[config.mk]
export PLATFORM = sky130hd
export DESIGN_NAME = u3v_format_top
export DESIGN_NICKNAME = d
export VERILOG_FILES = /design/src/rtl/u3v_pkg.sv /design/src/rtl/u3v_apb_regs.sv /design/src/rtl/u3v_header_gen.sv /design/src/rtl/u3v_chunk_gen.sv /design/src/rtl/u3v_frame_ctrl.sv /design/src/rtl/u3v_format_top.sv
export SDC_FILE = /design/constraint.sdc
export NUM_CORES = 1
export LEC_CHECK = 0
export BUFFER_PORTS_ARGS = -buffer_cell sky130_fd_sc_hd__buf_2
export CAP_MARGIN = 15
export CORE_MARGIN = 4
export CORE_UTILIZATION = 42
export CTS_BUF_LIST = sky130_fd_sc_hd__clkbuf_16
export CTS_CLUSTER_SIZE = 20
export DETAILED_ROUTE_END_ITERATION = 8
export GPL_TIMING_DRIVEN = 0
export PLACE_DENSITY = 0.7
export SYNTH_ARGS = -nofsm -noshare
export SYNTH_HDL_FRONTEND = slang
export SYNTH_SLANG_ARGS = --single-unit
[constraint.sdc]
create_clock -name clk -period 6.3 [get_ports clk]
set_clock_uncertainty 0.05 [all_clocks]
set_input_delay 1.26 -clock clk [delete_from_list [all_inputs] [get_ports clk]]
set_output_delay 1.26 -clock clk [all_outputs]
set_load 0.01 [all_outputs]
[src/rtl/u3v_pkg.sv]
`default_nettype none

package u3v_pkg;

	// ------------------------------
	// section states of the frame controller
	// ------------------------------
	typedef enum logic [2:0] {
		IDLE    = 3'd0,
		LEADER  = 3'd1,
		IMAGE   = 3'd2,
		CHUNK   = 3'd3,
		TRAILER = 3'd4,
		SKIP    = 3'd5
	} fmt_state_e;

	// apb register offsets
	typedef enum logic [7:0] {
		CTRL         = 8'h00,
		PIXEL_FORMAT = 8'h04,
		BLOCK_ID     = 8'h08
	} reg_addr_e;

	// ctrl register layout
	localparam int STREAM_EN_BIT  = 0;
	localparam int ACQ_START_BIT  = 1;
	localparam int CHUNK_MODE_BIT = 2;
	localparam int FID_EN_BIT     = 3;
	localparam int TS_EN_BIT      = 4;
	localparam int CTRL_WD        = 5;

	// ------------------------------
	// magic words, "U3VL" and "U3VT" read little endian
	localparam logic [31:0] LEADER_MAGIC  = 32'h4C56_3355;
	localparam logic [31:0] TRAILER_MAGIC = 32'h5456_3355;

	// section lengths in words and bytes
	localparam int          LEADER_WORDS  = 6;
	localparam int          TRAILER_WORDS = 4;
	localparam logic [15:0] LEADER_BYTES  = 16'd24;
	localparam logic [15:0] TRAILER_BYTES = 16'd16;

	// ------------------------------
	// chunk ids and layout
	localparam logic [31:0] CHUNK_ID_IMAGE  = 32'd1;
	localparam logic [31:0] CHUNK_ID_FID    = 32'd2;
	localparam logic [31:0] CHUNK_ID_TS     = 32'd3;
	// image chunk is id plus byte count
	localparam int          CHUNK_IMG_WORDS = 2;
	// fid and ts chunks are two data words, id, length
	localparam int          CHUNK_TAG_WORDS = 4;
	localparam logic [31:0] CHUNK_TAG_BYTES = 32'd8;

endpackage

`default_nettype wire

[src/rtl/u3v_apb_regs.sv]
`timescale 1ns/100ps
`default_nettype none

module u3v_apb_regs #(
	parameter int BID_WD = 32
) (
	input  wire               clk,
	input  wire               i_rst_n,
	// apb slave
	input  wire               i_psel,
	input  wire               i_penable,
	input  wire               i_pwrite,
	input  wire  [7:0]        i_paddr,
	input  wire  [31:0]       i_pwdata,
	output logic [31:0]       o_prdata,
	output logic              o_pready,
	output logic              o_pslverr,
	// current block id, read only
	input  wire  [BID_WD-1:0] i_block_id,
	// configuration out
	output logic              o_stream_enable,
	output logic              o_acq_start,
	output logic              o_chunk_mode,
	output logic              o_fid_en,
	output logic              o_ts_en,
	output logic [31:0]       o_pixel_format
);

	logic [u3v_pkg::CTRL_WD-1:0] ctrl_q;
	logic [31:0]                 pix_fmt_q;
	logic                        access;
	logic                        addr_hit;
	logic                        wr_ok;

	// ------------------------------
	// decode
	// ------------------------------
	// access phase of a selected transfer
	assign access = i_psel & i_penable;

	always_comb begin
		case (i_paddr)
			u3v_pkg::CTRL,
			u3v_pkg::PIXEL_FORMAT,
			u3v_pkg::BLOCK_ID: addr_hit = 1'b1;
			default:           addr_hit = 1'b0;
		endcase
	end

	// unknown offset or write to the read-only block id
	assign o_pslverr = access & (~addr_hit | (i_pwrite & (i_paddr == u3v_pkg::BLOCK_ID)));
	assign wr_ok     = access & i_pwrite & ~o_pslverr;

	// zero wait states
	assign o_pready = 1'b1;

	// ------------------------------
	// registers
	// ------------------------------
	always_ff @(posedge clk) begin
		if (!i_rst_n) begin
			ctrl_q    <= '0;
			pix_fmt_q <= '0;
		end else if (wr_ok) begin
			case (i_paddr)
				u3v_pkg::CTRL:         ctrl_q    <= i_pwdata[u3v_pkg::CTRL_WD-1:0];
				u3v_pkg::PIXEL_FORMAT: pix_fmt_q <= i_pwdata;
				default:               ;
			endcase
		end
	end

	// read mux, block id comes straight from the header generator
	always_comb begin
		case (i_paddr)
			u3v_pkg::CTRL:         o_prdata = 32'(ctrl_q);
			u3v_pkg::PIXEL_FORMAT: o_prdata = pix_fmt_q;
			u3v_pkg::BLOCK_ID:     o_prdata = 32'(i_block_id);
			default:               o_prdata = 32'h0;
		endcase
	end

	// control bits out
	assign o_stream_enable = ctrl_q[u3v_pkg::STREAM_EN_BIT];
	assign o_acq_start     = ctrl_q[u3v_pkg::ACQ_START_BIT];
	assign o_chunk_mode    = ctrl_q[u3v_pkg::CHUNK_MODE_BIT];
	assign o_fid_en        = ctrl_q[u3v_pkg::FID_EN_BIT];
	assign o_ts_en         = ctrl_q[u3v_pkg::TS_EN_BIT];
	assign o_pixel_format  = pix_fmt_q;

endmodule

`default_nettype wire

[src/rtl/u3v_header_gen.sv]
`timescale 1ns/100ps
`default_nettype none

module u3v_header_gen #(
	parameter int TS_WD  = 64,
	parameter int BID_WD = 32,
	parameter int IDX_WD = 4
) (
	input  wire               clk,
	input  wire               i_rst_n,
	// frame events from the controller
	input  wire               i_frame_start,
	input  wire               i_frame_done,
	input  wire               i_image_word,
	input  wire  [IDX_WD-1:0] i_chunk_words,
	// sampled at frame start
	input  wire  [TS_WD-1:0]  i_timestamp,
	input  wire  [31:0]       i_pixel_format,
	// word indices
	input  wire  [IDX_WD-1:0] i_leader_idx,
	input  wire  [IDX_WD-1:0] i_trailer_idx,
	output logic [31:0]       o_leader_word,
	output logic [31:0]       o_trailer_word,
	output logic [BID_WD-1:0] o_block_id,
	output logic [TS_WD-1:0]  o_ts_latched
);

	logic [BID_WD-1:0] bid_q;
	logic [29:0]       img_words_q;
	logic [TS_WD-1:0]  ts_q;
	logic [31:0]       pix_fmt_q;
	logic [63:0]       ts_ext;
	logic [31:0]       payload_bytes;

	// ------------------------------
	// block id and image word count
	// ------------------------------
	always_ff @(posedge clk) begin
		if (!i_rst_n) begin
			bid_q       <= '0;
			img_words_q <= '0;
		end else begin
			// next block after the last trailer word
			if (i_frame_done)
				bid_q <= bid_q + 1'b1;
			if (i_frame_start)
				img_words_q <= '0;
			else if (i_image_word)
				img_words_q <= img_words_q + 1'b1;
		end
	end

	// per-frame snapshot of timestamp and format
	always_ff @(posedge clk) begin
		if (i_frame_start) begin
			ts_q      <= i_timestamp;
			pix_fmt_q <= i_pixel_format;
		end
	end

	// 32-bit timestamps read back with a zero high word
	assign ts_ext = 64'(ts_q);

	// image bytes plus chunk bytes
	assign payload_bytes = {img_words_q, 2'b00} + 32'({i_chunk_words, 2'b00});

	// ------------------------------
	// leader and trailer words by index
	// ------------------------------
	always_comb begin
		case (int'(i_leader_idx))
			0:       o_leader_word = u3v_pkg::LEADER_MAGIC;
			1:       o_leader_word = {16'h0, u3v_pkg::LEADER_BYTES};
			2:       o_leader_word = 32'(bid_q);
			3:       o_leader_word = ts_ext[31:0];
			4:       o_leader_word = ts_ext[63:32];
			default: o_leader_word = pix_fmt_q;
		endcase
	end

	always_comb begin
		case (int'(i_trailer_idx))
			0:       o_trailer_word = u3v_pkg::TRAILER_MAGIC;
			1:       o_trailer_word = {16'h0, u3v_pkg::TRAILER_BYTES};
			2:       o_trailer_word = 32'(bid_q);
			default: o_trailer_word = payload_bytes;
		endcase
	end

	assign o_block_id   = bid_q;
	assign o_ts_latched = ts_q;

endmodule

`default_nettype wire

[src/rtl/u3v_chunk_gen.sv]
`timescale 1ns/100ps
`default_nettype none

module u3v_chunk_gen #(
	parameter int TS_WD  = 64,
	parameter int BID_WD = 32,
	parameter int IDX_WD = 4
) (
	input  wire               clk,
	input  wire               i_rst_n,
	input  wire               i_frame_start,
	input  wire               i_image_word,
	// chunk enables, sampled at frame start
	input  wire               i_chunk_mode,
	input  wire               i_fid_en,
	input  wire               i_ts_en,
	// chunk payloads from the header generator
	input  wire  [BID_WD-1:0] i_block_id,
	input  wire  [TS_WD-1:0]  i_ts_latched,
	input  wire  [IDX_WD-1:0] i_chunk_idx,
	output logic [31:0]       o_chunk_word,
	output logic [IDX_WD-1:0] o_chunk_words
);

	logic        mode_q;
	logic        fid_q;
	logic        ts_q;
	logic [31:0] img_bytes_q;
	logic [63:0] ts_ext;
	int          chunk_len;
	int          tag_idx;
	int          ts_idx;

	// ------------------------------
	// frame snapshot and byte count
	// ------------------------------
	always_ff @(posedge clk) begin
		if (!i_rst_n) begin
			mode_q      <= 1'b0;
			fid_q       <= 1'b0;
			ts_q        <= 1'b0;
			img_bytes_q <= '0;
		end else if (i_frame_start) begin
			mode_q      <= i_chunk_mode;
			fid_q       <= i_fid_en;
			ts_q        <= i_ts_en;
			img_bytes_q <= '0;
		end else if (i_image_word) begin
			img_bytes_q <= img_bytes_q + 32'd4;
		end
	end

	// chunk section length, 0 / 2 / 6 / 10 words
	always_comb begin
		chunk_len = 0;
		if (mode_q) begin
			chunk_len = u3v_pkg::CHUNK_IMG_WORDS;
			if (fid_q)
				chunk_len = chunk_len + u3v_pkg::CHUNK_TAG_WORDS;
			if (ts_q)
				chunk_len = chunk_len + u3v_pkg::CHUNK_TAG_WORDS;
		end
	end

	assign o_chunk_words = IDX_WD'(chunk_len);
	assign ts_ext        = 64'(i_ts_latched);

	// ------------------------------
	// index to word
	// ------------------------------
	always_comb begin
		tag_idx = int'(i_chunk_idx) - u3v_pkg::CHUNK_IMG_WORDS;
		// ts chunk follows the fid chunk when both are on
		ts_idx  = fid_q ? tag_idx - u3v_pkg::CHUNK_TAG_WORDS : tag_idx;
		if (tag_idx < 0) begin
			o_chunk_word = (tag_idx == -2) ? u3v_pkg::CHUNK_ID_IMAGE : img_bytes_q;
		end else if (fid_q && tag_idx < u3v_pkg::CHUNK_TAG_WORDS) begin
			case (tag_idx)
				0:       o_chunk_word = 32'(i_block_id);
				1:       o_chunk_word = 32'h0;
				2:       o_chunk_word = u3v_pkg::CHUNK_ID_FID;
				default: o_chunk_word = u3v_pkg::CHUNK_TAG_BYTES;
			endcase
		end else begin
			case (ts_idx)
				0:       o_chunk_word = ts_ext[31:0];
				1:       o_chunk_word = ts_ext[63:32];
				2:       o_chunk_word = u3v_pkg::CHUNK_ID_TS;
				default: o_chunk_word = u3v_pkg::CHUNK_TAG_BYTES;
			endcase
		end
	end

endmodule

`default_nettype wire

[src/rtl/u3v_frame_ctrl.sv]
`timescale 1ns/100ps
`default_nettype none

module u3v_frame_ctrl #(
	parameter int IDX_WD = 4
) (
	input  wire                 clk,
	input  wire                 i_rst_n,
	// camera stream
	input  wire                 i_fval,
	input  wire                 i_data_valid,
	input  wire  [31:0]         i_data,
	input  wire                 i_stream_enable,
	input  wire                 i_acq_start,
	// generator words
	input  wire  [31:0]         i_leader_word,
	input  wire  [31:0]         i_trailer_word,
	input  wire  [31:0]         i_chunk_word,
	input  wire  [IDX_WD-1:0]   i_chunk_words,
	// events and indices to the generators
	output logic                o_frame_start,
	output logic                o_frame_done,
	output logic                o_image_word,
	output logic [IDX_WD-1:0]   o_leader_idx,
	output logic [IDX_WD-1:0]   o_trailer_idx,
	output logic [IDX_WD-1:0]   o_chunk_idx,
	output u3v_pkg::fmt_state_e o_state,
	// formatted stream
	output logic                o_fval,
	output logic                o_data_valid,
	output logic                o_leader_flag,
	output logic                o_image_flag,
	output logic                o_chunk_flag,
	output logic                o_trailer_flag,
	output logic [31:0]         o_data
);

	localparam logic [IDX_WD-1:0] LEADER_LAST  = IDX_WD'(u3v_pkg::LEADER_WORDS - 1);
	localparam logic [IDX_WD-1:0] TRAILER_LAST = IDX_WD'(u3v_pkg::TRAILER_WORDS - 1);

	u3v_pkg::fmt_state_e state;
	u3v_pkg::fmt_state_e state_nxt;
	logic                fval_d;
	logic [IDX_WD-1:0]   leader_idx;
	logic [IDX_WD-1:0]   trailer_idx;
	logic [IDX_WD-1:0]   chunk_idx;
	logic                sel_leader;
	logic                sel_image;
	logic                sel_chunk;
	logic                sel_trailer;
	logic [31:0]         sel_data;

	// ------------------------------
	// frame events
	// ------------------------------
	assign o_frame_start = (state == u3v_pkg::IDLE) & i_fval & ~fval_d
		& i_stream_enable & i_acq_start;
	assign o_frame_done  = (state == u3v_pkg::TRAILER) & (trailer_idx == TRAILER_LAST);
	assign o_image_word  = (state == u3v_pkg::IMAGE) & i_fval & i_data_valid;

	// ------------------------------
	// next state and word select
	// ------------------------------
	always_comb begin
		state_nxt   = state;
		sel_leader  = 1'b0;
		sel_image   = 1'b0;
		sel_chunk   = 1'b0;
		sel_trailer = 1'b0;
		case (state)
			u3v_pkg::IDLE: begin
				// disabled frames are swallowed whole
				if (o_frame_start)
					state_nxt = u3v_pkg::LEADER;
				else if (i_fval & ~fval_d)
					state_nxt = u3v_pkg::SKIP;
			end
			u3v_pkg::LEADER: begin
				sel_leader = 1'b1;
				if (leader_idx == LEADER_LAST)
					state_nxt = u3v_pkg::IMAGE;
			end
			u3v_pkg::IMAGE: begin
				// fval low, first chunk or trailer word goes out now
				if (!i_fval) begin
					if (i_chunk_words != '0) begin
						sel_chunk = 1'b1;
						state_nxt = u3v_pkg::CHUNK;
					end else begin
						sel_trailer = 1'b1;
						state_nxt   = u3v_pkg::TRAILER;
					end
				end else begin
					sel_image = i_data_valid;
				end
			end
			u3v_pkg::CHUNK: begin
				sel_chunk = 1'b1;
				if (chunk_idx == i_chunk_words - 1'b1)
					state_nxt = u3v_pkg::TRAILER;
			end
			u3v_pkg::TRAILER: begin
				sel_trailer = 1'b1;
				if (o_frame_done)
					state_nxt = u3v_pkg::IDLE;
			end
			u3v_pkg::SKIP: begin
				if (!i_fval)
					state_nxt = u3v_pkg::IDLE;
			end
			default: state_nxt = u3v_pkg::IDLE;
		endcase
	end

	// output data mux
	always_comb begin
		if (sel_leader)
			sel_data = i_leader_word;
		else if (sel_chunk)
			sel_data = i_chunk_word;
		else if (sel_trailer)
			sel_data = i_trailer_word;
		else
			sel_data = i_data;
	end

	// ------------------------------
	// state, indices, output stage
	// ------------------------------
	always_ff @(posedge clk) begin
		if (!i_rst_n) begin
			state          <= u3v_pkg::IDLE;
			fval_d         <= 1'b0;
			leader_idx     <= '0;
			trailer_idx    <= '0;
			chunk_idx      <= '0;
			o_fval         <= 1'b0;
			o_data_valid   <= 1'b0;
			o_leader_flag  <= 1'b0;
			o_image_flag   <= 1'b0;
			o_chunk_flag   <= 1'b0;
			o_trailer_flag <= 1'b0;
		end else begin
			state  <= state_nxt;
			fval_d <= i_fval;
			if (o_frame_start) begin
				leader_idx  <= '0;
				trailer_idx <= '0;
				chunk_idx   <= '0;
			end else begin
				if (sel_leader)
					leader_idx <= leader_idx + 1'b1;
				if (sel_chunk)
					chunk_idx <= chunk_idx + 1'b1;
				if (sel_trailer)
					trailer_idx <= trailer_idx + 1'b1;
			end
			// o_fval spans start pulse through last trailer word
			o_fval         <= o_frame_start
				| ((state != u3v_pkg::IDLE) & (state != u3v_pkg::SKIP));
			o_data_valid   <= sel_leader | sel_image | sel_chunk | sel_trailer;
			o_leader_flag  <= sel_leader;
			o_image_flag   <= sel_image;
			o_chunk_flag   <= sel_chunk;
			o_trailer_flag <= sel_trailer;
		end
	end

	// payload stage
	always_ff @(posedge clk) begin
		o_data <= sel_data;
	end

	assign o_leader_idx  = leader_idx;
	assign o_trailer_idx = trailer_idx;
	assign o_chunk_idx   = chunk_idx;
	assign o_state       = state;

endmodule

`default_nettype wire

[src/rtl/u3v_format_top.sv]
`timescale 1ns/100ps
`default_nettype none

module u3v_format_top #(
	parameter int TS_WD  = 64,
	parameter int BID_WD = 32,
	parameter int IDX_WD = 4
) (
	input  wire              clk,
	input  wire              i_rst_n,
	// apb
	input  wire              i_psel,
	input  wire              i_penable,
	input  wire              i_pwrite,
	input  wire  [7:0]       i_paddr,
	input  wire  [31:0]      i_pwdata,
	output logic [31:0]      o_prdata,
	output logic             o_pready,
	output logic             o_pslverr,
	// camera stream
	input  wire              i_fval,
	input  wire              i_data_valid,
	input  wire  [31:0]      i_data,
	input  wire  [TS_WD-1:0] i_timestamp,
	// u3v stream
	output logic             o_fval,
	output logic             o_data_valid,
	output logic             o_leader_flag,
	output logic             o_image_flag,
	output logic             o_chunk_flag,
	output logic             o_trailer_flag,
	output logic [31:0]      o_data
);

	// configuration
	logic stream_enable, acq_start, chunk_mode, fid_en, ts_en;
	logic [31:0] pixel_format;
	// controller to generators
	logic frame_start, frame_done, image_word;
	logic [IDX_WD-1:0] leader_idx, trailer_idx, chunk_idx, chunk_words;
	logic [31:0] leader_word, trailer_word, chunk_word;
	logic [BID_WD-1:0] block_id;
	logic [TS_WD-1:0] ts_latched;
	u3v_pkg::fmt_state_e fmt_state;

	u3v_apb_regs #(.BID_WD(BID_WD)) u_regs (
		.clk(clk), .i_rst_n(i_rst_n),
		.i_psel(i_psel), .i_penable(i_penable), .i_pwrite(i_pwrite),
		.i_paddr(i_paddr), .i_pwdata(i_pwdata),
		.o_prdata(o_prdata), .o_pready(o_pready), .o_pslverr(o_pslverr),
		.i_block_id(block_id),
		.o_stream_enable(stream_enable), .o_acq_start(acq_start),
		.o_chunk_mode(chunk_mode), .o_fid_en(fid_en), .o_ts_en(ts_en),
		.o_pixel_format(pixel_format)
	);

	u3v_header_gen #(.TS_WD(TS_WD), .BID_WD(BID_WD), .IDX_WD(IDX_WD)) u_header (
		.clk(clk), .i_rst_n(i_rst_n),
		.i_frame_start(frame_start), .i_frame_done(frame_done),
		.i_image_word(image_word), .i_chunk_words(chunk_words),
		.i_timestamp(i_timestamp), .i_pixel_format(pixel_format),
		.i_leader_idx(leader_idx), .i_trailer_idx(trailer_idx),
		.o_leader_word(leader_word), .o_trailer_word(trailer_word),
		.o_block_id(block_id), .o_ts_latched(ts_latched)
	);

	u3v_chunk_gen #(.TS_WD(TS_WD), .BID_WD(BID_WD), .IDX_WD(IDX_WD)) u_chunk (
		.clk(clk), .i_rst_n(i_rst_n),
		.i_frame_start(frame_start), .i_image_word(image_word),
		.i_chunk_mode(chunk_mode), .i_fid_en(fid_en), .i_ts_en(ts_en),
		.i_block_id(block_id), .i_ts_latched(ts_latched),
		.i_chunk_idx(chunk_idx),
		.o_chunk_word(chunk_word), .o_chunk_words(chunk_words)
	);

	u3v_frame_ctrl #(.IDX_WD(IDX_WD)) u_ctrl (
		.clk(clk), .i_rst_n(i_rst_n),
		.i_fval(i_fval), .i_data_valid(i_data_valid), .i_data(i_data),
		.i_stream_enable(stream_enable), .i_acq_start(acq_start),
		.i_leader_word(leader_word), .i_trailer_word(trailer_word),
		.i_chunk_word(chunk_word), .i_chunk_words(chunk_words),
		.o_frame_start(frame_start), .o_frame_done(frame_done),
		.o_image_word(image_word),
		.o_leader_idx(leader_idx), .o_trailer_idx(trailer_idx),
		.o_chunk_idx(chunk_idx), .o_state(fmt_state),
		.o_fval(o_fval), .o_data_valid(o_data_valid),
		.o_leader_flag(o_leader_flag), .o_image_flag(o_image_flag),
		.o_chunk_flag(o_chunk_flag), .o_trailer_flag(o_trailer_flag),
		.o_data(o_data)
	);

endmodule

`default_nettype wire

==> metrics.cfg, run 1 <==
[yosys]
yosys.area.top_type = dfxtp_1
ys_ff_latch = 282
synth_area_per_cell_um2 = 8.92
yosys.area.top_type_share_pct = 25.9
synthArstFlopShare_pct = 0
ys.flop_type = dfxtp_1
synth_edf_count = 96
synth.distinct_cells = 74
ys_seq_area_share_pct = 45.9
postSynthNetCount = 1783
synth_area_leaders = dfxtp_1 26%, edfxtp_1 20%, a21oi_1 5.3%
syn_inst = 1613
netlist_area_um2 = 14400
synth_warnings = 0

[hold_path]
hp-class = reg -> reg

[global_routing]
gr-total-overflow = 0
grt_max_degree = 79
grtUsageTotal_pct = 29.3
grt_pass1_wl_mm = 81.9
antenna_found_initial = 0
grt_pass1_vias = 12999

[clocking]
root_buffer = clkbuf_16
post_cts_buffers = 0
cts.sinks = 282
cts_tree = yes
cts_buffer_depth = 3
cts.repair.resized = 0
numCtsBuffers = 30
htree_levels = 1
clock_latency_ns = 0.58
cts_hold_buf = 0
clk_pin_slew_ns = 0.06

[final_layout]
fin_util_pct = 50.4
nets = 2029
antenna_cells = 0
final_area_um2 = 17000
area_growth_syn_to_layout_pct = 18.0
drive_gt1_share_pct = 14.9
nFillCells = 3208

[timing]
clock.fmax_mhz = 196
setup_viol = 0
fin_crit_sh_pct = 81.0
max_slew.worst_pin.slew_ns = 1.16
slew_headroom_pct = 22.0
period_needed_ns = 5.10
rsz0062_at_grt = no
finalSetupTns_ns = 0
slew_viol_final = 0
hold_viol = 0

[route]
drc = 0
wl_met1_mm = 23.3
highest_layer = met4
routedWlPerCell_um = 24.2
dr.first_iter.drc_count = 1830
ant_nets = 0
routed-wl-met3_mm = 6.16
routed_wl_mm = 56.4
wl_met2_mm = 24.9
dr.pass1.iters = 7
viasPerCell = 6.04
dr_total_vias = 14090

[worst_setup_path]
path_class = in -> out
cp_slowest_cell = nor3b_2
path_cells = buf_2 > nor4_1 > nand2_1 > nor3b_2 > clkbuf_1 > a22o_1 > buf_2
worstPathRequired_ns = 4.99
critPathMaxFanout = 10
worst_setup_path_start_kind = primary input
crit_top_cell = buf_2
critPathCaptureType = output pin
arrival_ns = 3.79
slowest_delay_ns = 0.75

[status]
status = finished clean

[die]
start_util_pct = 42.7
die_y_um = 193
core_um2 = 33700
ios = 215
row_count = 67
die_w_um = 193
die_area_um2 = 37300

[power]
p_leak_nw = 6.13
max-vdd-ir-drop_uv = 218
power_density_nw_per_um2 = 275

[place]
hpwl_mm = 44.6
detailed_place.area_um2 = 16100
numPortBuffers = 210
gp_congestion = 1.03

[run]
max-cap-violations = 0

==> state kept, by name, indices dropped and copies added (netlist names) <==
name and count:
u_regs.ctrl_q 5, u_chunk.img_bytes_q 30, u_regs.o_pixel_format 32, u_ctrl.o_chunk_idx 4, u_ctrl.o_fval 1, u_ctrl.fval_d 1
u_ctrl.o_chunk_flag 1, u_ctrl.o_trailer_flag 1, u_chunk.ts_q 1, u_ctrl.o_image_flag 1, u_header.o_block_id 32, u_header.pix_fmt_q 32
u_ctrl.o_state 3, u_chunk.fid_q 1, u_ctrl.o_data_valid 1, u_header.img_words_q 30, u_ctrl.o_data 32, u_chunk.mode_q 1
u_ctrl.o_leader_idx 4, u_ctrl.o_leader_flag 1, u_header.o_ts_latched 64, u_ctrl.o_trailer_idx 4
==> worst max-delay path: cells and delay by family <==
| kind | cells | cell delay (ns) |
|---|---|---|
| compound gates | 1 | 0.25 |
| buf+inv | 3 | 0.75 |
| simple gates | 3 | 1.52 |
==> layer usage <==
metal	global-route usage, %	vias to the layer above
li1	-	6371
met1	41.2	6679
met2	45.8	917
met3	5.58	123
met4	9.40	0
met5	0	-
==> where the power goes <==
part / internal [W] / switching (W) / total (W)
logic: 0.000324 / 0.000649 / 0.000973
registers: 0.00200 / 0.0000379 / 0.00204
clock network: 0.000910 / 0.000752 / 0.00166
total: 0.00324 / 0.00144 / 0.00467
==> cell type report <==
class	instances	area (um^2)	area share, %
Clock buffer	30	751	4.42
Tap cell	448	561	3.30
Timing Repair Buffer	214	1100	6.47
Sequential cell	282	6610	38.9
Inverter	34	130	0.766
Clock inverter	26	170	1.00
Buffer	125	480	2.83
Multi-Input combinational cell	1172	7180	42.3
==> per-stage QoR <==
stage                     hold slack (ns)  instances  setup slack, ns  total power (W)
after global routing                0.424       2331            0.990          0.00483
final                               0.406       2331             1.20          0.00467
after global placement              0.388       2271            0.474          0.00302
after floorplan                     0.380       1613             1.81          0.00259
after detailed placement            0.393       2275             1.20          0.00302
after CTS                           0.406       2331             1.18          0.00467
==> synth_stat cells (all sizes together) (14+ instances only) <==
master,count
nand3,66
xnor2,58
nand2,188
nand4,30
or3,25
and2,30
and4,15
a22o,41
a31oi,15
o21ai,60
mux2i,14
inv,33
nor3,25
a21oi,153
clkbuf,113
a221oi,37
ha,26
xor2,50
dfxtp,186
edfxtp,96
a22oi,28
nor2,148
==> kinds of logic after synthesis <==
family / after synthesis / share of synthesized area [%]
AND/OR/NAND/NOR: 588 / 19.7
other: 1 / 0.0261
multiplexers: 14 / 0.974
AO/OA/AOI/OAI: 434 / 20.2
XOR/XNOR: 108 / 6.57
buffers and inverters: 159 / 4.23
flip-flops: 282 / 45.9
adder cells (fa/ha/maj): 27 / 2.40
==> cell usage in the layout, fill, tap and decap left out, types with 30 or more instances in the layout <==
cell type	n
a21oi_1	153
a221oi_1	37
a22o_1	41
buf_2	218
clkbuf_1	113
clkbuf_16	30
dfxtp_1	186
edfxtp_1	96
inv_1	41
nand2_1	188
nand3_1	66
nor2_1	148
o21ai_0	57
xnor2_1	58
xor2_1	50
==> worst paths after layout <==
path / start / slack (ns) / endpoint / depth (start not counted)
worst max-delay path: i_paddr[5] / 1.20 / o_prdata[24] / 7
worst min-delay path: u_regs.o_pixel_format[31] / 0.41 / u_header.pix_fmt_q[31] / 0
worst max register to register: u_ctrl.o_chunk_idx[1] / 1.67 / u_ctrl.o_data[23] / 13
worst min register to register: u_regs.o_pixel_format[31] / 0.41 / u_header.pix_fmt_q[31] / 0
No activity file was read; power rests on OpenSTA's default activity.
==> run 2, diff against run 1 <==
--- a/config.mk
+++ b/config.mk
@@ -5,6 +5,7 @@
 export SDC_FILE = /design/constraint.sdc
 export NUM_CORES = 1
 export LEC_CHECK = 0
+export ABC_AREA = 1
 export BUFFER_PORTS_ARGS = -buffer_cell sky130_fd_sc_hd__buf_2
 export CAP_MARGIN = 15
 export CORE_MARGIN = 4
@@ -13,7 +14,7 @@
 export CTS_CLUSTER_SIZE = 20
 export DETAILED_ROUTE_END_ITERATION = 8
 export GPL_TIMING_DRIVEN = 0
-export PLACE_DENSITY = 0.7
+export PLACE_DENSITY = 0.69
 export SYNTH_ARGS = -nofsm -noshare
 export SYNTH_HDL_FRONTEND = slang
 export SYNTH_SLANG_ARGS = --single-unit
==> constraint.sdc (replaced) <==
create_clock -name clk -period 5.34 [get_ports clk]
set_clock_uncertainty 0.05 [all_clocks]
set_input_delay 1.068 -clock clk [delete_from_list [all_inputs] [get_ports clk]]
set_output_delay 1.068 -clock clk [all_outputs]
set_load 0.01 [all_outputs]
==> run 2 against run 1 <==
First-iteration DRC count is 4.6% higher; flip-flop and latch count stayed put; cell count is 25% higher; register-to-register slack worse by 0.02 ns; utilization is 0.36 points lower; via count is 12% higher.
==> metrics.cfg, run 2 <==
[power]
switching_power_w = 0.00225  ; +56%
power_density_nw_per_um2 = 355  ; +29%
finalPower_w = 0.00650  ; +39%
max-vdd-ir-drop_uv = 245  ; +12%
pwr-share-comb_pct = 27.1  ; +6.3 points
power.internal_w = 0.00425  ; +31%
p_leak_nw = 7.38  ; +20%
power.share.switching_pct = 34.6  ; +3.9 points
p_seq_share_pct = 37.6  ; -6.0 points
p_clk_share_pct = 35.4  ; -0.2 points

[final_layout]
antenna_cells = 0  ; unchanged
area_growth_syn_to_layout_pct = 17.7
largest_reg_flops = 64  ; unchanged
nets = 2581  ; +27%
final_area_um2 = 18300  ; +7.9%
mostFrequentLayoutCells = 600 x nand2_1, 242 x inv_1, 241 x buf_2
layout.cells.most_common = nand2_1
drive_gt1_share_pct = 14.6  ; -0.26 points
finalNonFillerCells = 2904  ; +25%

[timing]
slew_viol_final = 0  ; unchanged
clock.fmax_mhz = 267
max_slew.worst_pin.slew_ns = 0.962  ; -0.198 ns
setup_viol = 0  ; unchanged
hold_viol = 0  ; unchanged
fin_crit_sh_pct = 70.0
period_needed_ns = 3.74
slew_headroom_pct = 35.6  ; +14 points
finalSetupTns_ns = 0  ; unchanged
setup_ws_ns = 1.60  ; +0.402 ns
rsz0062_at_grt = no

[clocking]
cts.sinks = 282  ; unchanged
numCtsBuffers = 31  ; +3.3%
cts.repair.resized = 0  ; unchanged
root_buffer = clkbuf_16
cts_hold_buf = 0  ; unchanged
htree_levels = 1  ; unchanged
post_cts_buffers = 0  ; unchanged
clk_pin_slew_ns = 0.06  ; about the same
cts_tree = yes
cts_buffer_depth = 3  ; unchanged
clock_latency_ns = 0.59  ; about the same

[yosys]
synthArstFlopShare_pct = 0  ; unchanged
yosys.area_share.xor_xnor_pct = 1.91  ; -4.7 points
synth_adder_area_share_pct = 2.22  ; -0.18 points
synth_top_family_by_area = simple AND/OR/NAND/NOR gates
synth.distinct_cells = 56  ; -24%
synth_area_leaders = dfxtp_1 24%, edfxtp_1 19%, nand2_1 14%
synth_warnings = 0  ; unchanged
synth_edf_count = 96  ; unchanged
netlist_area_um2 = 15600  ; +8.1%
ys_ff_latch = 282  ; unchanged
postSynthNetCount = 2335  ; +31%
yosys.area.top_type_share_pct = 23.9  ; -1.9 points
synthSimpleGateAreaFrac_pct = 29.2  ; +9.4 points
synth_common_cells = 600 x nand2_1, 239 x inv_1, 210 x nor2_1
ys.flop_type = dfxtp_1
yosys.area.top_type = dfxtp_1
muxShareOfSynthArea_pct = 0  ; -0.97 points
synth_area_per_cell_um2 = 7.19  ; -19%
yosysMostFrequentCell = nand2_1
ys_seq_area_share_pct = 42.5  ; -3.4 points
synth_compound_area_share_pct = 15.5  ; -4.6 points
syn_inst = 2165  ; +34%

[worst_setup_path]
crit_top_cell = buf_2
path_class = in -> out
arrival_ns = 2.62  ; -1.17 ns
cp_slowest_cell = clkbuf_1
critPathCaptureType = output pin
path_cells = buf_2 > or2_1 > nor3_1 > nand2_1 > clkbuf_1 > o22ai_1 > buf_2
worst_setup_path_start_kind = primary input
crit_buf_inv = 3  ; unchanged
slowest_delay_ns = 0.37  ; -0.38 ns
crit_family = simple AND/OR/NAND/NOR gates
critPathMaxFanout = 10  ; unchanged
worstSetupStartpoint = i_paddr[1]
r2r-start = u_ctrl.o_chunk_idx[1]
worstPathRequired_ns = 4.22  ; -0.77 ns

[die]
die_area_um2 = 40200  ; +7.8%
die_w_um = 200  ; +3.8%
start_util_pct = 42.5  ; -0.21 points
ios = 215  ; unchanged
row_count = 70  ; +4.5%
die_y_um = 200  ; +3.8%
core_um2 = 36600  ; +8.6%

[hold_path]
hp-class = reg -> reg
hp-start = u_regs.o_pixel_format[25]

[route]
drc = 0  ; unchanged
dr_total_vias = 15829  ; +12%
dr.first_iter.drc_count = 1914  ; +4.6%
viasPerCell = 5.45  ; -9.8%
ant_nets = 0  ; unchanged
routed_wl_mm = 60.8  ; +7.7%
dr.pass1.iters = 6  ; -1
routedWlPerCell_um = 20.9  ; -14%

[global_routing]
antenna_found_initial = 0  ; unchanged
grtUsageTotal_pct = 28.8  ; -0.46 points
gr-total-overflow = 0  ; unchanged
grt_pass1_wl_mm = 89.8  ; +9.5%
grt_pass1_vias = 15113  ; +16%
grt_max_degree = 84  ; +6.3%

[run]
max-cap-violations = 0  ; unchanged

[place]
hpwl_mm = 48.8  ; +9.4%
numPortBuffers = 212  ; +0.95%
dp.cells = 2846  ; +25%
gp_congestion = 0.997  ; -3.2%
dpl_worst_slack_ns = 1.65  ; +0.453 ns
detailed_place.area_um2 = 17200  ; +7.3%

[status]
status = finished clean

==> run 2: cell count changes in the layout (fill, tap and decap cells not counted), sizes merged, moves of 27 or more <==
| cell | previous run | this run |
|---|---|---|
| and2 | 30 | 1 |
| a22oi | 28 | 0 |
| nor2 | 148 | 226 |
| a21oi | 153 | 209 |
| a221oi | 37 | 2 |
| xnor2 | 58 | 4 |
| o22ai | 3 | 30 |
| inv | 46 | 252 |
| buf | 225 | 257 |
| nand2 | 188 | 606 |
| nor3 | 25 | 65 |
| a22o | 41 | 0 |
| clkbuf | 143 | 76 |
| o21ai | 60 | 106 |
==> run 2: power groups by stage <==
stage                     Combinational (W)  Sequential (W)  Clock (W)
after global placement              0.00169         0.00248          0
final                               0.00176         0.00244    0.00230
after CTS                           0.00171         0.00244    0.00232
after detailed placement            0.00170         0.00249          0
after floorplan                    0.000882         0.00256          0
after global routing                0.00187         0.00246    0.00241
==> run 2: worst paths after layout <==
kind                       endpoint  slack [ns]  cells after the start
min          u_header.pix_fmt_q[25]        0.38                      0
min reg2reg  u_header.pix_fmt_q[25]        0.38                      0
max reg2reg       u_ctrl.o_data[13]        1.65                     16
max                    o_prdata[23]        1.60                      7
==> run 2: cells by family after synthesis <==
group,Yosys count
and+or+nand+nor,1056
xor gates and xnor gates,34
AOI/OAI and AO/OA,427
adders and majority gates,27
other,1
buffers and inverters,338
DFF,282
==> run 2: per-layer routing <==
layer	global-route usage, %	vias up	share of wire, %
met5	0	-	0
met4	9.12	0	3.3
li1	-	7649	-
met2	46.7	783	45
met3	4.04	106	8.4
met1	40.1	7291	43
==> run 2: per-stage QoR <==
stage | hold WS, ns | util (%)
6_report | 0.380 | 50.0
5_1_grt | 0.390 | 50.0
4_1_cts | 0.381 | 50.0
3_5_place_dp | 0.366 | 47.1
3_3_place_gp | 0.364 | 47.0
2_1_floorplan | 0.358 | -
==> run 2: worst reg2reg max path: cells and delay by family, from the launching register on <==
family / cells / cell delay (ns)
adder cells (fa/ha/maj): 1 / 0.35
AO/OA/AOI/OAI: 2 / 0.45
AND/OR/NAND/NOR: 10 / 1.32
buffers and inverters: 3 / 0.97
flip-flops: 1 / 0.41
==> run 2: cell type report <==
class | instances | area, um^2
well taps | 468 | 586
plain buffers | 89 | 417
repair buffers | 213 | 1090
clock inverters | 27 | 307
flip-flops and latches | 282 | 6610
multi-input cells | 1545 | 7600
fillers | 3659 | 18300
inverters | 249 | 937
clock buffers | 31 | 776
==> run 3, diff against run 2 <==
==> constraint.sdc (replaced) <==
create_clock -name clk -period 3.5 [get_ports clk]
set_clock_uncertainty 0.05 [all_clocks]
set_input_delay 0.7 -clock clk [delete_from_list [all_inputs] [get_ports clk]]
set_output_delay 0.7 -clock clk [all_outputs]
set_load 0.01 [all_outputs]
==> run 3 against run 2 <==
Count of clock-buffer cells in the layout grew 4; sequential share of layout area shrank 0.15 points; largest cell class unchanged; sequential power grew 52%; utilization grew 0.20 points; global-route usage shrank 0.15 points; wire length shrank 1.9%; via count grew 1.2%; worst setup slack lost 1.5 ns; critical endpoint is now u_ctrl.o_data[11]; largest power group unchanged.
==> metrics.cfg, run 3 (synthesis results as in run 2) <==
[die]
die_area_um2 = 40200  ; unchanged
die_y_um = 200  ; unchanged
core_um2 = 36600  ; unchanged
start_util_pct = 42.5  ; unchanged
row_count = 70  ; unchanged
die_w_um = 200  ; unchanged
ios = 215  ; unchanged

[place]
hpwl_mm = 47.6  ; -2.3%
gp_congestion = 1.03  ; +3.1%
numPortBuffers = 212  ; unchanged

[route]
drc = 0  ; unchanged
dr.first_iter.drc_count = 1694  ; -11%
dr.pass1.iters = 6  ; unchanged
ant_nets = 0  ; unchanged
viasPerCell = 5.50  ; +0.99%
routedWlPerCell_um = 20.5  ; -2.1%
dr_total_vias = 16014  ; +1.2%
routed_wl_mm = 59.6  ; -1.9%

[hold_path]
hold_depth = 1  ; +1
hp-class = in -> reg
hp-start = i_timestamp[1]
hold-path-endpoint = u_header.o_ts_latched[1]

[clocking]
cts_tree = yes
htree_levels = 2  ; +1
cts_buffer_depth = 3  ; unchanged
clock_latency_ns = 0.56  ; -0.03 ns
numCtsBuffers = 35  ; +13%
root_buffer = clkbuf_16
clk_pin_slew_ns = 0.06  ; about the same
cts.sinks = 282  ; unchanged
cts_hold_buf = 0  ; unchanged

[timing]
rsz0062_at_grt = no
period_needed_ns = 3.38
fin_crit_sh_pct = 96.5
clock.fmax_mhz = 296
setup_viol = 0  ; unchanged
slew_viol_final = 0  ; unchanged
max_slew.worst_pin.slew_ns = 0.907  ; -0.0552 ns
holdWs_ns = 0.269  ; -0.111 ns
finalSetupTns_ns = 0  ; unchanged
hold_viol = 0  ; unchanged
slew_headroom_pct = 39.3  ; +3.7 points

[final_layout]
antenna_cells = 0  ; unchanged
nFillCells = 3643  ; -0.44%
layout.cells.most_common = nand2_1
nets = 2586  ; +0.19%
drive_gt1_share_pct = 14.9  ; +0.30 points
mostFrequentLayoutCells = 599 x nand2_1, 245 x inv_1, 242 x buf_2
seq_area_um2 = 6610  ; unchanged
multi_input_area_um2 = 7630  ; +0.35%
largest_reg_flops = 64  ; unchanged
area_growth_syn_to_layout_pct = 18.2

[power]
max-vdd-ir-drop_uv = 314  ; +28%
p_leak_nw = 7.41  ; +0.45%
finalPower_w = 0.00994  ; +53%
power_density_nw_per_um2 = 540  ; +52%

[worst_setup_path]
reg2reg_slack_ns = 0.12  ; -1.53 ns
reg2reg_depth = 20  ; +4
crit_top_cell = nand2_1
path_class = reg -> reg
critPathCaptureType = flop
path_cells = inv_1 > ha_1 > inv_1 > nand2_1 > nand2_1 > ha_1 > inv_1 > ha_1 > nor2_1 > nand3_1 > nand2_2 > nand2_1 > nor2_4 > buf_4 > nand2_1 > nand2_1 > nand2_1 > nand2_1 > nand2_1 > a21oi_1
worstReg2RegEnd = u_ctrl.o_data[11]
r2r-start = u_ctrl.o_chunk_idx[1]
cp_slowest_cell = dfxtp_1
critPathMaxFanout = 10  ; unchanged
worstPathRequired_ns = 3.84  ; -0.38 ns
arrival_ns = 3.72  ; +1.10 ns
slowest_delay_ns = 0.41  ; +0.04 ns
worst_setup_path_start_kind = flop

[global_routing]
antenna_found_initial = 0  ; unchanged
grt_max_degree = 48  ; -43%
grt_pass1_wl_mm = 89.5  ; -0.34%
gr-total-overflow = 0  ; unchanged
grt_pass1_vias = 15386  ; +1.8%
grtUsageTotal_pct = 28.7  ; -0.15 points

[run]
max-cap-violations = 0  ; unchanged

[status]
status = finished clean

## run 3: changes by cell type in the layout (fill, tap and decap cells not counted), moves of 2 or more
cell,change
a21oi_1,-5
a21oi_2,+5
buf_12,+2
bufinv_16,-3
clkbuf_16,+4
clkinv_8,+2
inv_1,+3
## run 3: area by class of cell
cell class	instances	share of cell area, %
Clock inverter	27	1.29
Clock buffer	35	4.76
Multi-Input combinational cell	1545	41.5
Buffer	89	2.27
Timing Repair Buffer	214	5.99
Tap cell	468	3.18
Sequential cell	282	35.9
Inverter	249	5.12
## run 3: how the worst max path moves through the flow
stage          slack (ns)  depth (start not counted)                   from           endpoint
2_1_floorplan        0.45                          6                 i_fval       u_chunk.ts_q
3_3_place_gp        -0.28                          7                 i_fval       u_chunk.ts_q
3_5_place_dp        -0.01                         16  u_ctrl.o_chunk_idx[1]  u_ctrl.o_data[12]
4_1_cts              0.09                         20  u_ctrl.o_chunk_idx[1]  u_ctrl.o_data[12]
5_1_grt              0.02                         20  u_ctrl.o_chunk_idx[1]  u_ctrl.o_data[11]
6_report             0.12                         20  u_ctrl.o_chunk_idx[1]  u_ctrl.o_data[11]
## run 3: layer usage
metal	global-route usage [%]	part of all wire, %
met1	38.7	42
met2	45.0	44
met3	5.32	9.0
met4	13.0	5.0
met5	0	0
## run 3: worst max-delay path: cells and delay by family, from the launching register on
| family | cells | cell delay [ns] |
|---|---|---|
| simple gates | 12 | 1.25 |
| fa+ha+maj | 3 | 0.66 |
| buf+inv | 4 | 0.47 |
| flops | 1 | 0.41 |
| compound gates | 1 | 0.38 |
## run 3: what timing repair did
item | 4_1_cts | 5_1_grt
gates resized for setup | 1 | 8
endpoints found under the setup margin | 6 | 19
buffers inserted | 0 | 0
gates cloned | 0 | 0
pin swaps | 0 | 0
## run 3: stage by stage
step | setup slack (ns) | instance area, um^2 | util (%) | instances
3_5_place_dp | -0.0114 | 17200 | 47.1 | 2847
6_report | 0.122 | 18400 | 50.2 | 2909
2_1_floorplan | 0.448 | 15600 | - | 2165
4_1_cts | 0.0885 | 18400 | 50.2 | 2909
5_1_grt | 0.0229 | 18400 | 50.2 | 2909
3_3_place_gp | -0.276 | 17200 | 47.0 | 2845
## run 3: power breakdown
part	internal (W)	leakage [nW]	switching (W)
logic	0.000799	4.45	0.00190
clock network	0.00206	0.575	0.00146
registers	0.00363	2.38	0.0000936
